--- config.mk ---
export PLATFORM = sky130hd
export DESIGN_NAME = lock_top
export DESIGN_NICKNAME = d
export VERILOG_FILES = /design/src/source/lock_pkg.sv /design/src/source/oversample_filter.sv /design/src/source/pid_param_bank.sv /design/src/source/pid_core.sv /design/src/source/dac_output_stage.sv /design/src/source/lock_top.sv
export VERILOG_INCLUDE_DIRS = /design/src /design/src/include
export SDC_FILE = /design/constraint.sdc
export NUM_CORES = 2
export LEC_CHECK = 0
export BUFFER_PORTS_ARGS = -buffer_cell sky130_fd_sc_hd__buf_2
export CAP_MARGIN = 0
export CORE_MARGIN = 3
export CORE_UTILIZATION = 40
export CTS_CLUSTER_DIAMETER = 40
export DETAILED_ROUTE_END_ITERATION = 7
export SETUP_SLACK_MARGIN = 0.2
export SKIP_CTS_REPAIR_TIMING = 1
export SYNTH_ARGS = -nofsm -noshare
export SYNTH_HDL_FRONTEND = slang
export SYNTH_HIERARCHICAL = 1
export SYNTH_SLANG_ARGS = --single-unit
--- constraint.sdc ---
create_clock -name clk_in -period 12.6 [get_ports clk_in]
set_input_delay 3.78 -clock clk_in [delete_from_list [all_inputs] [get_ports clk_in]]
set_output_delay 3.78 -clock clk_in [all_outputs]
set_load 0.01 [all_outputs]
--- src/include/lock_defs.svh ---
`ifndef LOCK_DEFS_SVH
`define LOCK_DEFS_SVH

// datapath widths
`define W_ADC 18 // adc sample
`define W_EP 16 // loop parameter word
`define W_SUM 64 // pid sum, wide to keep clear of overflow
`define W_DAC 16 // dac word

// loop timing and scaling
`define OVERSAMPLE_LOG 2 // 4 samples per average
`define COMP_LATENCY 1 // cycles in compute
`define OUT_SHIFT 4 // sum to dac right shift
`define DAC_CREDITS 2 // credits held after reset

// bank values after reset
`define SETPOINT_INIT 0
`define P_COEF_INIT 10
`define I_COEF_INIT 3
`define D_COEF_INIT 0

`endif

--- src/source/lock_pkg.sv ---
package lock_pkg;

	////////////////////////////////////////////////////////////////////////////
	// pid core states
	////////////////////////////////////////////////////////////////////////////

	typedef enum logic [1:0] {
		st_idle = 2'd0, // wait for an averaged sample
		st_compute = 2'd1, // form the new sum
		st_send = 2'd2, // hold sum until downstream ready
		st_writeback = 2'd3 // update error history and sum
	} pid_state_e;

	////////////////////////////////////////////////////////////////////////////
	// parameter bank addresses
	////////////////////////////////////////////////////////////////////////////

	typedef enum logic [1:0] {
		addr_setpoint = 2'd0, // lock setpoint
		addr_p = 2'd1, // proportional
		addr_i = 2'd2, // integral
		addr_d = 2'd3 // derivative
	} param_addr_e;

endpackage

--- src/source/oversample_filter.sv ---
`timescale 1ns/1ps
`include "lock_defs.svh"

module oversample_filter (
	input logic clk_in,
	input logic reset_in,
	input logic signed [`W_ADC-1:0] adc_data, // raw sample
	input logic adc_valid, // one sample per pulse
	output logic signed [`W_ADC-1:0] avg_data, // group average
	output logic avg_valid // one cycle pulse
);

	localparam int W_ACC = `W_ADC + `OVERSAMPLE_LOG; // room for the full group
	localparam int W_CNT = (`OVERSAMPLE_LOG > 0) ? `OVERSAMPLE_LOG : 1;

	logic signed [W_ACC-1:0] acc; // running group sum
	logic signed [W_ACC-1:0] acc_next; // sum including this sample
	logic signed [W_ACC-1:0] acc_shifted; // group sum over ratio
	logic [W_CNT-1:0] cnt; // samples taken so far
	logic last; // this sample closes the group

	assign acc_next = acc + W_ACC'(adc_data); // sign extended add
	assign acc_shifted = acc_next >>> `OVERSAMPLE_LOG; // floor, as a shift does
	assign last = (cnt == W_CNT'((1 << `OVERSAMPLE_LOG) - 1));

	// accumulator and sample count
	always_ff @(posedge clk_in) begin
		if (reset_in) begin
			acc <= '0;
			cnt <= '0;
		end else if (adc_valid) begin
			if (last) begin
				acc <= '0; // start next group
				cnt <= '0;
			end else begin
				acc <= acc_next;
				cnt <= cnt + 1'b1;
			end
		end
	end

	// average out, fits back into sample width
	always_ff @(posedge clk_in) begin
		if (adc_valid && last) begin
			avg_data <= acc_shifted[`W_ADC-1:0];
		end
	end

	always_ff @(posedge clk_in) begin
		if (reset_in) begin
			avg_valid <= 1'b0;
		end else begin
			avg_valid <= adc_valid && last; // one cycle after last sample
		end
	end

endmodule

--- src/source/pid_param_bank.sv ---
`timescale 1ns/1ps
`include "lock_defs.svh"

module pid_param_bank (
	input logic clk_in,
	input logic reset_in,
	input logic cfg_write, // write strobe
	input lock_pkg::param_addr_e cfg_addr, // register select
	input logic signed [`W_EP-1:0] cfg_data, // write value
	input logic update_en, // writes ignored when low
	output logic signed [`W_EP-1:0] setpoint,
	output logic signed [`W_EP-1:0] p_coef,
	output logic signed [`W_EP-1:0] i_coef,
	output logic signed [`W_EP-1:0] d_coef
);

	import lock_pkg::*;

	////////////////////////////////////////////////////////////////////////////
	// loop parameter registers
	////////////////////////////////////////////////////////////////////////////

	always_ff @(posedge clk_in) begin
		if (reset_in) begin
			setpoint <= `W_EP'(`SETPOINT_INIT);
			p_coef <= `W_EP'(`P_COEF_INIT);
			i_coef <= `W_EP'(`I_COEF_INIT);
			d_coef <= `W_EP'(`D_COEF_INIT);
		end else if (cfg_write && update_en) begin
			// takes effect on the next clock
			case (cfg_addr)
				addr_setpoint: setpoint <= cfg_data;
				addr_p: p_coef <= cfg_data;
				addr_i: i_coef <= cfg_data;
				addr_d: d_coef <= cfg_data;
				default: ; // all four codes used
			endcase
		end
	end

endmodule

--- src/source/pid_core.sv ---
`timescale 1ns/1ps
`include "lock_defs.svh"

module pid_core (
	input logic clk_in,
	input logic reset_in,
	input logic lock_en, // low clears loop history
	input logic signed [`W_ADC-1:0] avg_data, // averaged sample
	input logic avg_valid, // taken only in idle
	input logic signed [`W_EP-1:0] setpoint,
	input logic signed [`W_EP-1:0] p_coef,
	input logic signed [`W_EP-1:0] i_coef,
	input logic signed [`W_EP-1:0] d_coef,
	input logic out_ready, // output stage has a credit
	output logic signed [`W_SUM-1:0] pid_data, // control sum
	output logic pid_valid // held in send
);

	import lock_pkg::*;

	localparam int W_E = `W_ADC + 1; // error, one bit over sample
	localparam int W_K = `W_EP + 2; // coefficient sums
	localparam int W_CNT = $clog2(`COMP_LATENCY + 1);
	localparam logic signed [`W_SUM-1:0] SUM_MAX = {1'b0, {(`W_SUM-1){1'b1}}};
	localparam logic signed [`W_SUM-1:0] SUM_MIN = {1'b1, {(`W_SUM-1){1'b0}}};

	pid_state_e state_q; // current state
	pid_state_e state_d; // next state
	logic [W_CNT-1:0] cnt; // cycles spent in compute

	logic signed [`W_ADC-1:0] data; // latched sample
	logic signed [W_E-1:0] e_cur; // error now
	logic signed [W_E-1:0] e_prev_0; // error one sample back
	logic signed [W_E-1:0] e_prev_1; // error two samples back
	logic signed [W_E-1:0] e_q; // error that goes with sum_q

	logic signed [W_K-1:0] k1, k2, k3; // velocity form coefficients
	logic signed [`W_SUM-1:0] delta_u; // sum increment
	logic signed [`W_SUM-1:0] u_prev; // last sum sent
	logic signed [`W_SUM-1:0] u_cur; // unrailed new sum
	logic signed [`W_SUM-1:0] u_rail; // new sum after overflow check
	logic signed [`W_SUM-1:0] sum_q; // sum held for send
	logic overflow;
	logic compute_done; // last compute cycle

	////////////////////////////////////////////////////////////////////////////
	// datapath
	////////////////////////////////////////////////////////////////////////////

	assign e_cur = W_E'(setpoint) - W_E'(data);

	assign k1 = W_K'(p_coef) + W_K'(i_coef) + W_K'(d_coef);
	assign k2 = -W_K'(p_coef) - (W_K'(d_coef) <<< 1); // -p - 2d
	assign k3 = W_K'(d_coef);

	assign delta_u = `W_SUM'(k1) * `W_SUM'(e_cur)
		+ `W_SUM'(k2) * `W_SUM'(e_prev_0)
		+ `W_SUM'(k3) * `W_SUM'(e_prev_1);
	assign u_cur = u_prev + delta_u;

	// same sign operands giving opposite sign result
	assign overflow = (delta_u[`W_SUM-1] == u_prev[`W_SUM-1])
		&& (u_cur[`W_SUM-1] != u_prev[`W_SUM-1]);
	assign u_rail = overflow ? (u_prev[`W_SUM-1] ? SUM_MIN : SUM_MAX) : u_cur;

	assign pid_data = sum_q;
	assign pid_valid = (state_q == st_send);

	// sample latch, cleared while unlocked
	always_ff @(posedge clk_in) begin
		if (reset_in || !lock_en) begin
			data <= '0;
		end else if (avg_valid && state_q == st_idle) begin
			data <= avg_data;
		end
	end

	// snapshot so the sum stays put while send waits
	always_ff @(posedge clk_in) begin
		if (compute_done) begin
			sum_q <= u_rail;
			e_q <= e_cur;
		end
	end

	// loop history
	always_ff @(posedge clk_in) begin
		if (reset_in || !lock_en) begin
			u_prev <= '0;
			e_prev_0 <= '0;
			e_prev_1 <= '0;
		end else if (state_q == st_writeback) begin
			u_prev <= sum_q;
			e_prev_0 <= e_q;
			e_prev_1 <= e_prev_0; // shift history
		end
	end

	////////////////////////////////////////////////////////////////////////////
	// state machine
	////////////////////////////////////////////////////////////////////////////

	assign compute_done = (state_q == st_compute) && (cnt == W_CNT'(`COMP_LATENCY - 1));

	always_comb begin
		state_d = state_q;
		case (state_q)
			st_idle: if (avg_valid && lock_en) state_d = st_compute;
			st_compute: if (compute_done) state_d = st_send;
			st_send: if (out_ready) state_d = st_writeback; // transfer this cycle
			st_writeback: state_d = st_idle;
			default: state_d = st_idle;
		endcase
	end

	always_ff @(posedge clk_in) begin
		if (reset_in) begin
			state_q <= st_idle;
			cnt <= '0;
		end else begin
			state_q <= state_d;
			cnt <= (state_q == st_compute && !compute_done) ? cnt + 1'b1 : '0;
		end
	end

endmodule

--- src/source/dac_output_stage.sv ---
`timescale 1ns/1ps
`include "lock_defs.svh"

module dac_output_stage (
	input logic clk_in,
	input logic reset_in,
	input logic signed [`W_SUM-1:0] pid_data, // wide control sum
	input logic pid_valid,
	output logic out_ready, // a credit is available
	input logic dac_credit, // one credit back per pulse
	output logic signed [`W_DAC-1:0] dac_data,
	output logic dac_valid
);

	localparam int W_CRED = $clog2(`DAC_CREDITS + 1);
	localparam logic signed [`W_DAC-1:0] DAC_MAX = {1'b0, {(`W_DAC-1){1'b1}}};
	localparam logic signed [`W_DAC-1:0] DAC_MIN = {1'b1, {(`W_DAC-1){1'b0}}};

	logic signed [`W_SUM-1:0] shifted; // sum scaled toward dac range
	logic [`W_SUM-`W_DAC:0] upper; // sign bits above dac word
	logic fits; // no saturation needed
	logic transfer; // core hands over a word
	logic [W_CRED-1:0] credits; // words the dac can still take

	assign shifted = pid_data >>> `OUT_SHIFT;
	assign upper = shifted[`W_SUM-1:`W_DAC-1];
	assign fits = (&upper) || !(|upper); // all ones or all zeros
	assign transfer = pid_valid && out_ready;
	assign out_ready = (credits != '0);

	////////////////////////////////////////////////////////////////////////////
	// scaled and saturated output word
	////////////////////////////////////////////////////////////////////////////

	always_ff @(posedge clk_in) begin
		if (transfer) begin
			dac_data <= fits ? shifted[`W_DAC-1:0] : (shifted[`W_SUM-1] ? DAC_MIN : DAC_MAX);
		end
	end

	always_ff @(posedge clk_in) begin
		if (reset_in) begin
			dac_valid <= 1'b0;
		end else begin
			dac_valid <= transfer; // cycle after transfer
		end
	end

	// credit counter, spent at transfer
	always_ff @(posedge clk_in) begin
		if (reset_in) begin
			credits <= W_CRED'(`DAC_CREDITS);
		end else if (transfer && !dac_credit) begin
			credits <= credits - 1'b1;
		end else if (dac_credit && !transfer) begin
			credits <= credits + 1'b1;
		end
	end

endmodule

--- src/source/lock_top.sv ---
`timescale 1ns/1ps
`include "lock_defs.svh"

module lock_top (
	input logic clk_in,
	input logic reset_in,
	input logic signed [`W_ADC-1:0] adc_data,
	input logic adc_valid,
	input logic cfg_write,
	input lock_pkg::param_addr_e cfg_addr,
	input logic signed [`W_EP-1:0] cfg_data,
	input logic update_en,
	input logic lock_en,
	input logic dac_credit,
	output logic signed [`W_DAC-1:0] dac_data,
	output logic dac_valid
);

	logic signed [`W_ADC-1:0] avg_data; // filter to core
	logic avg_valid;
	logic signed [`W_EP-1:0] setpoint, p_coef, i_coef, d_coef; // bank to core
	logic signed [`W_SUM-1:0] pid_data; // core to output stage
	logic pid_valid;
	logic out_ready; // back from output stage

	oversample_filter u_filter (
		.clk_in, .reset_in, .adc_data, .adc_valid, .avg_data, .avg_valid
	);

	pid_param_bank u_bank (
		.clk_in, .reset_in, .cfg_write, .cfg_addr, .cfg_data, .update_en,
		.setpoint, .p_coef, .i_coef, .d_coef
	);

	pid_core u_core (
		.clk_in, .reset_in, .lock_en, .avg_data, .avg_valid,
		.setpoint, .p_coef, .i_coef, .d_coef, .out_ready, .pid_data, .pid_valid
	);

	dac_output_stage u_out (
		.clk_in, .reset_in, .pid_data, .pid_valid, .out_ready,
		.dac_credit, .dac_data, .dac_valid
	);

endmodule

==> impl_metrics.py <==
metrics = {
    "synth": {
        "post_synth.cell_area_avg_um2": 9.58,
        "yosysMostFrequentCell": "inv_1",
        "netlist_instances": 5894,
        "yosysSeqAreaShare": 0.138,
        "yosys.area.top_type_share": 0.421,
        "synth-async-reset-ratio": 0,
        "synth_top_cells_by_count": "inv_1, fa_1, nand2_1, ha_1, nor2_1",
        "yosys_warnings": 6,
        "syn-num-nets": 7478,
        "synth_cell_types": 104,
        "yosys.area.top_type": "fa_1",
        "synth_edf_count": 117,
        "synth_area_leaders": "fa_1, inv_1, ha_1, dfxtp_1, edfxtp_1",
        "ys_ff_latch": 330,
        "mappedNetlistArea_um2": 56500,
        "ys.flop_type": "dfxtp_1",
    },
    "clock_tree": {
        "cts_tree": "yes",
        "cts_inserted_buffers": 69,
        "cts_root_buf": "clkbuf_16",
        "clkTransAtPathRegs_ns": 0.05,
        "clock_sinks": 330,
        "clock_latency_ns": 0.63,
        "h-tree-depth": 3,
        "clk_path_buf_depth": 3,
    },
    "min_path": {
        "hp-start": "u_core/data[8]$_SDFFE_PP0P_",
        "hold_class": "flop to flop",
    },
    "place": {
        "io_buffers": 59,
        "gp_congestion": 0.934,
        "pre_cts_slack_ns": -0.738,
        "hpwl_mm": 136,
    },
    "floorplan": {
        "die_w_um": 382,
        "core_area_um2": 140000,
        "chipHeight_um": 382,
        "dieArea_um2": 146000,
        "pin_count": 60,
        "initial_core_util": 0.404,
        "rows": 137,
    },
    "global_route": {
        "grt_usage": 0.227,
        "grtUsageMet3": 0.0345,
        "grt.overflow.total": 0,
        "top_usage_layer": "met2",
        "grt_pass1_vias": 44900,
        "grtUsageMet2": 0.377,
        "grt_pass1_wl_mm": 259,
        "met1_usage": 0.306,
        "grt_max_degree": 64,
        "antenna_found_initial": 9,
    },
    "timing": {
        "setup_viol": 62,
        "fin_crit_ns": 12.82,
        "max_freq_mhz": 78.0,
        "period_share": 1.02,
        "finalMaxSlewViolations": 0,
        "hold_violations": 0,
        "relSlewSlack": 0.206,
        "tns_ns": -8.29,
        "worst_slack_ns": -0.222,
        "max_slew.worst_pin.slew_ns": 1.19,
        "rsz0062_at_grt": "true",
        "whs_ns": 0.453,
        "fin_skew_ns": 0.0412,
    },
    "route": {
        "drtPass1Iterations": 5,
        "routed_wl_mm": 165,
        "drcViolationCount": 0,
        "wl_per_cell_um": 20.1,
        "vias": 41800,
        "ant_nets": 0,
        "initialDrtViolationCount": 2674,
        "viasPerCell": 5.09,
    },
    "cells_and_area": {
        "layout-drive-gt1-share": 0.167,
        "synthToLayoutAreaGrowth_pct": 17.7,
        "final_nets": 7867,
        "post-route-util": 0.475,
        "fillerInstances": 13200,
    },
    "worst_setup_path": {
        "slowest_delay_ns": 0.57,
        "r2r_cells": 54,
        "critPathLaunch": "u_bank/p_coef[1]$_SDFFE_PP1P_",
        "worstPathMaxFanout": 7,
        "endpoint": "u_core/pid_data[7]$_DFFE_PP_",
        "r2r_start": "u_bank/p_coef[1]$_SDFFE_PP1P_",
        "critPathArrivalTime_ns": 13.16,
        "r2r_setup_slack_ns": -0.22,
        "worstSetupPathType": "flop to flop",
        "critPathSlowestCell": "fa_2",
        "cp-end-kind": "flop",
        "cp.required_ns": 12.94,
        "r2r_end": "u_core/pid_data[7]$_DFFE_PP_",
        "critPathMostFrequentCell": "fa_1",
        "cp-start-kind": "flop",
    },
    "run": {
        "maxCapViolCount": 0,
    },
    "status": {
        "status": "finished with violations",
        "violations": "negative setup slack",
    },
}
[registers in the layout (all words and copies together) (netlist names)]
name	flops
u_core/pid_data	64
u_core/u_prev	64
u_filter/acc	20
u_core/e_prev_0	19
u_core/e_prev_1	19
u_core/e_q	19
u_core/data	18
u_filter/avg_data	18
u_bank/d_coef	16
u_bank/i_coef	16
u_bank/p_coef	16
u_bank/setpoint	16
u_out/dac_data	16
u_core/state_q	2
u_filter/cnt	2
u_out/credits	2
u_core/cnt	1
u_filter/avg_valid	1
u_out/dac_valid	1
[worst max-delay path: cells and delay by family, from the launching register on]
family / cells / cell delay, ns
AO/OA/AOI/OAI: 18 / 2.63
XOR/XNOR: 1 / 0.22
adder cells (fa/ha/maj): 14 / 6.15
buffers and inverters: 12 / 1.71
flip-flops: 1 / 0.32
AND/OR/NAND/NOR: 9 / 1.50
[layer usage]
| metal | vias up | wire, um |
|---|---|---|
| li1 | 18800 | - |
| met1 | 21500 | 71300 |
| met2 | 1172 | 78300 |
| met3 | 308 | 9790 |
| met4 | 6 | 6040 |
| met5 | - | 38 |
[cell families (layout without fill, tap and decap cells)]
group	count (synthesis)	count (layout)	share of synthesized area
mux	186	186	0.0330
other cells	1	6	0.0000664
buf+inv	1446	1891	0.0982
fa+ha+maj	1542	1542	0.499
simple gates	1672	1672	0.141
xor+xnor	168	168	0.0266
flops	330	330	0.138
compound gates	549	549	0.0641
[placed cells by master (no fill, tap or decap), types with 15 or more instances in the layout]
master,synthesis,layout
ha_4,0,27
xor2_1,56,53
or2_2,18,17
mux2i_1,186,186
buf_12,0,34
o21ai_1,25,37
a21oi_1,166,135
nor2_1,332,321
a21o_1,62,62
dfxtp_1,213,207
clkbuf_16,0,78
nand4_1,35,35
o21ai_2,7,39
a21oi_2,8,32
inv_1,1188,1165
nand3_1,42,36
o21bai_1,24,23
inv_2,6,27
nor3_1,24,18
fa_2,0,53
o21ai_0,106,57
nor4_1,17,15
nand2_1,699,690
nor2b_1,43,41
fa_1,1187,1134
nand2b_1,134,130
and2_1,253,249
xnor2_2,2,18
ha_1,354,322
xnor2_1,108,91
buf_4,4,440
buf_2,35,58
buf_6,6,28
edfxtp_1,117,117
[cell type report]
class,instances,area (um2),share of cell area
timing repair buffer,570,4830,0.0726
multi-input combinational,4118,44600,0.672
antenna,5,12.5,0.000188
clock buffer,79,1840,0.0276
clock inverter,48,510,0.00768
sequential,330,7780,0.117
tap,1876,2350,0.0353
inverter,1194,4490,0.0675
[stage by stage]
stage	cells	area (um2)
3_3_place_gp	8038	62100
6_report	8220	66400
3_5_place_dp	8038	62100
4_1_cts	8165	64400
5_1_grt	8216	66400
2_1_floorplan	5894	56600
[how the worst min path moves through the flow]
stage	end	slack, ns	cells past startpoint
after detailed placement	u_core/data[8]$_SDFFE_PP0P_	0.45	2
after CTS	u_core/data[8]$_SDFFE_PP0P_	0.45	2
after global placement	u_core/data[2]$_SDFFE_PP0P_	0.44	2
after global routing	u_core/data[10]$_SDFFE_PP0P_	0.48	2
after floorplan	u_core/data[10]$_SDFFE_PP0P_	0.44	2
final	u_core/data[8]$_SDFFE_PP0P_	0.45	2
Power is left out: the tool's default activity adds up to more than one toggle a clock period on the data nets, which glitch-free logic cannot reach.
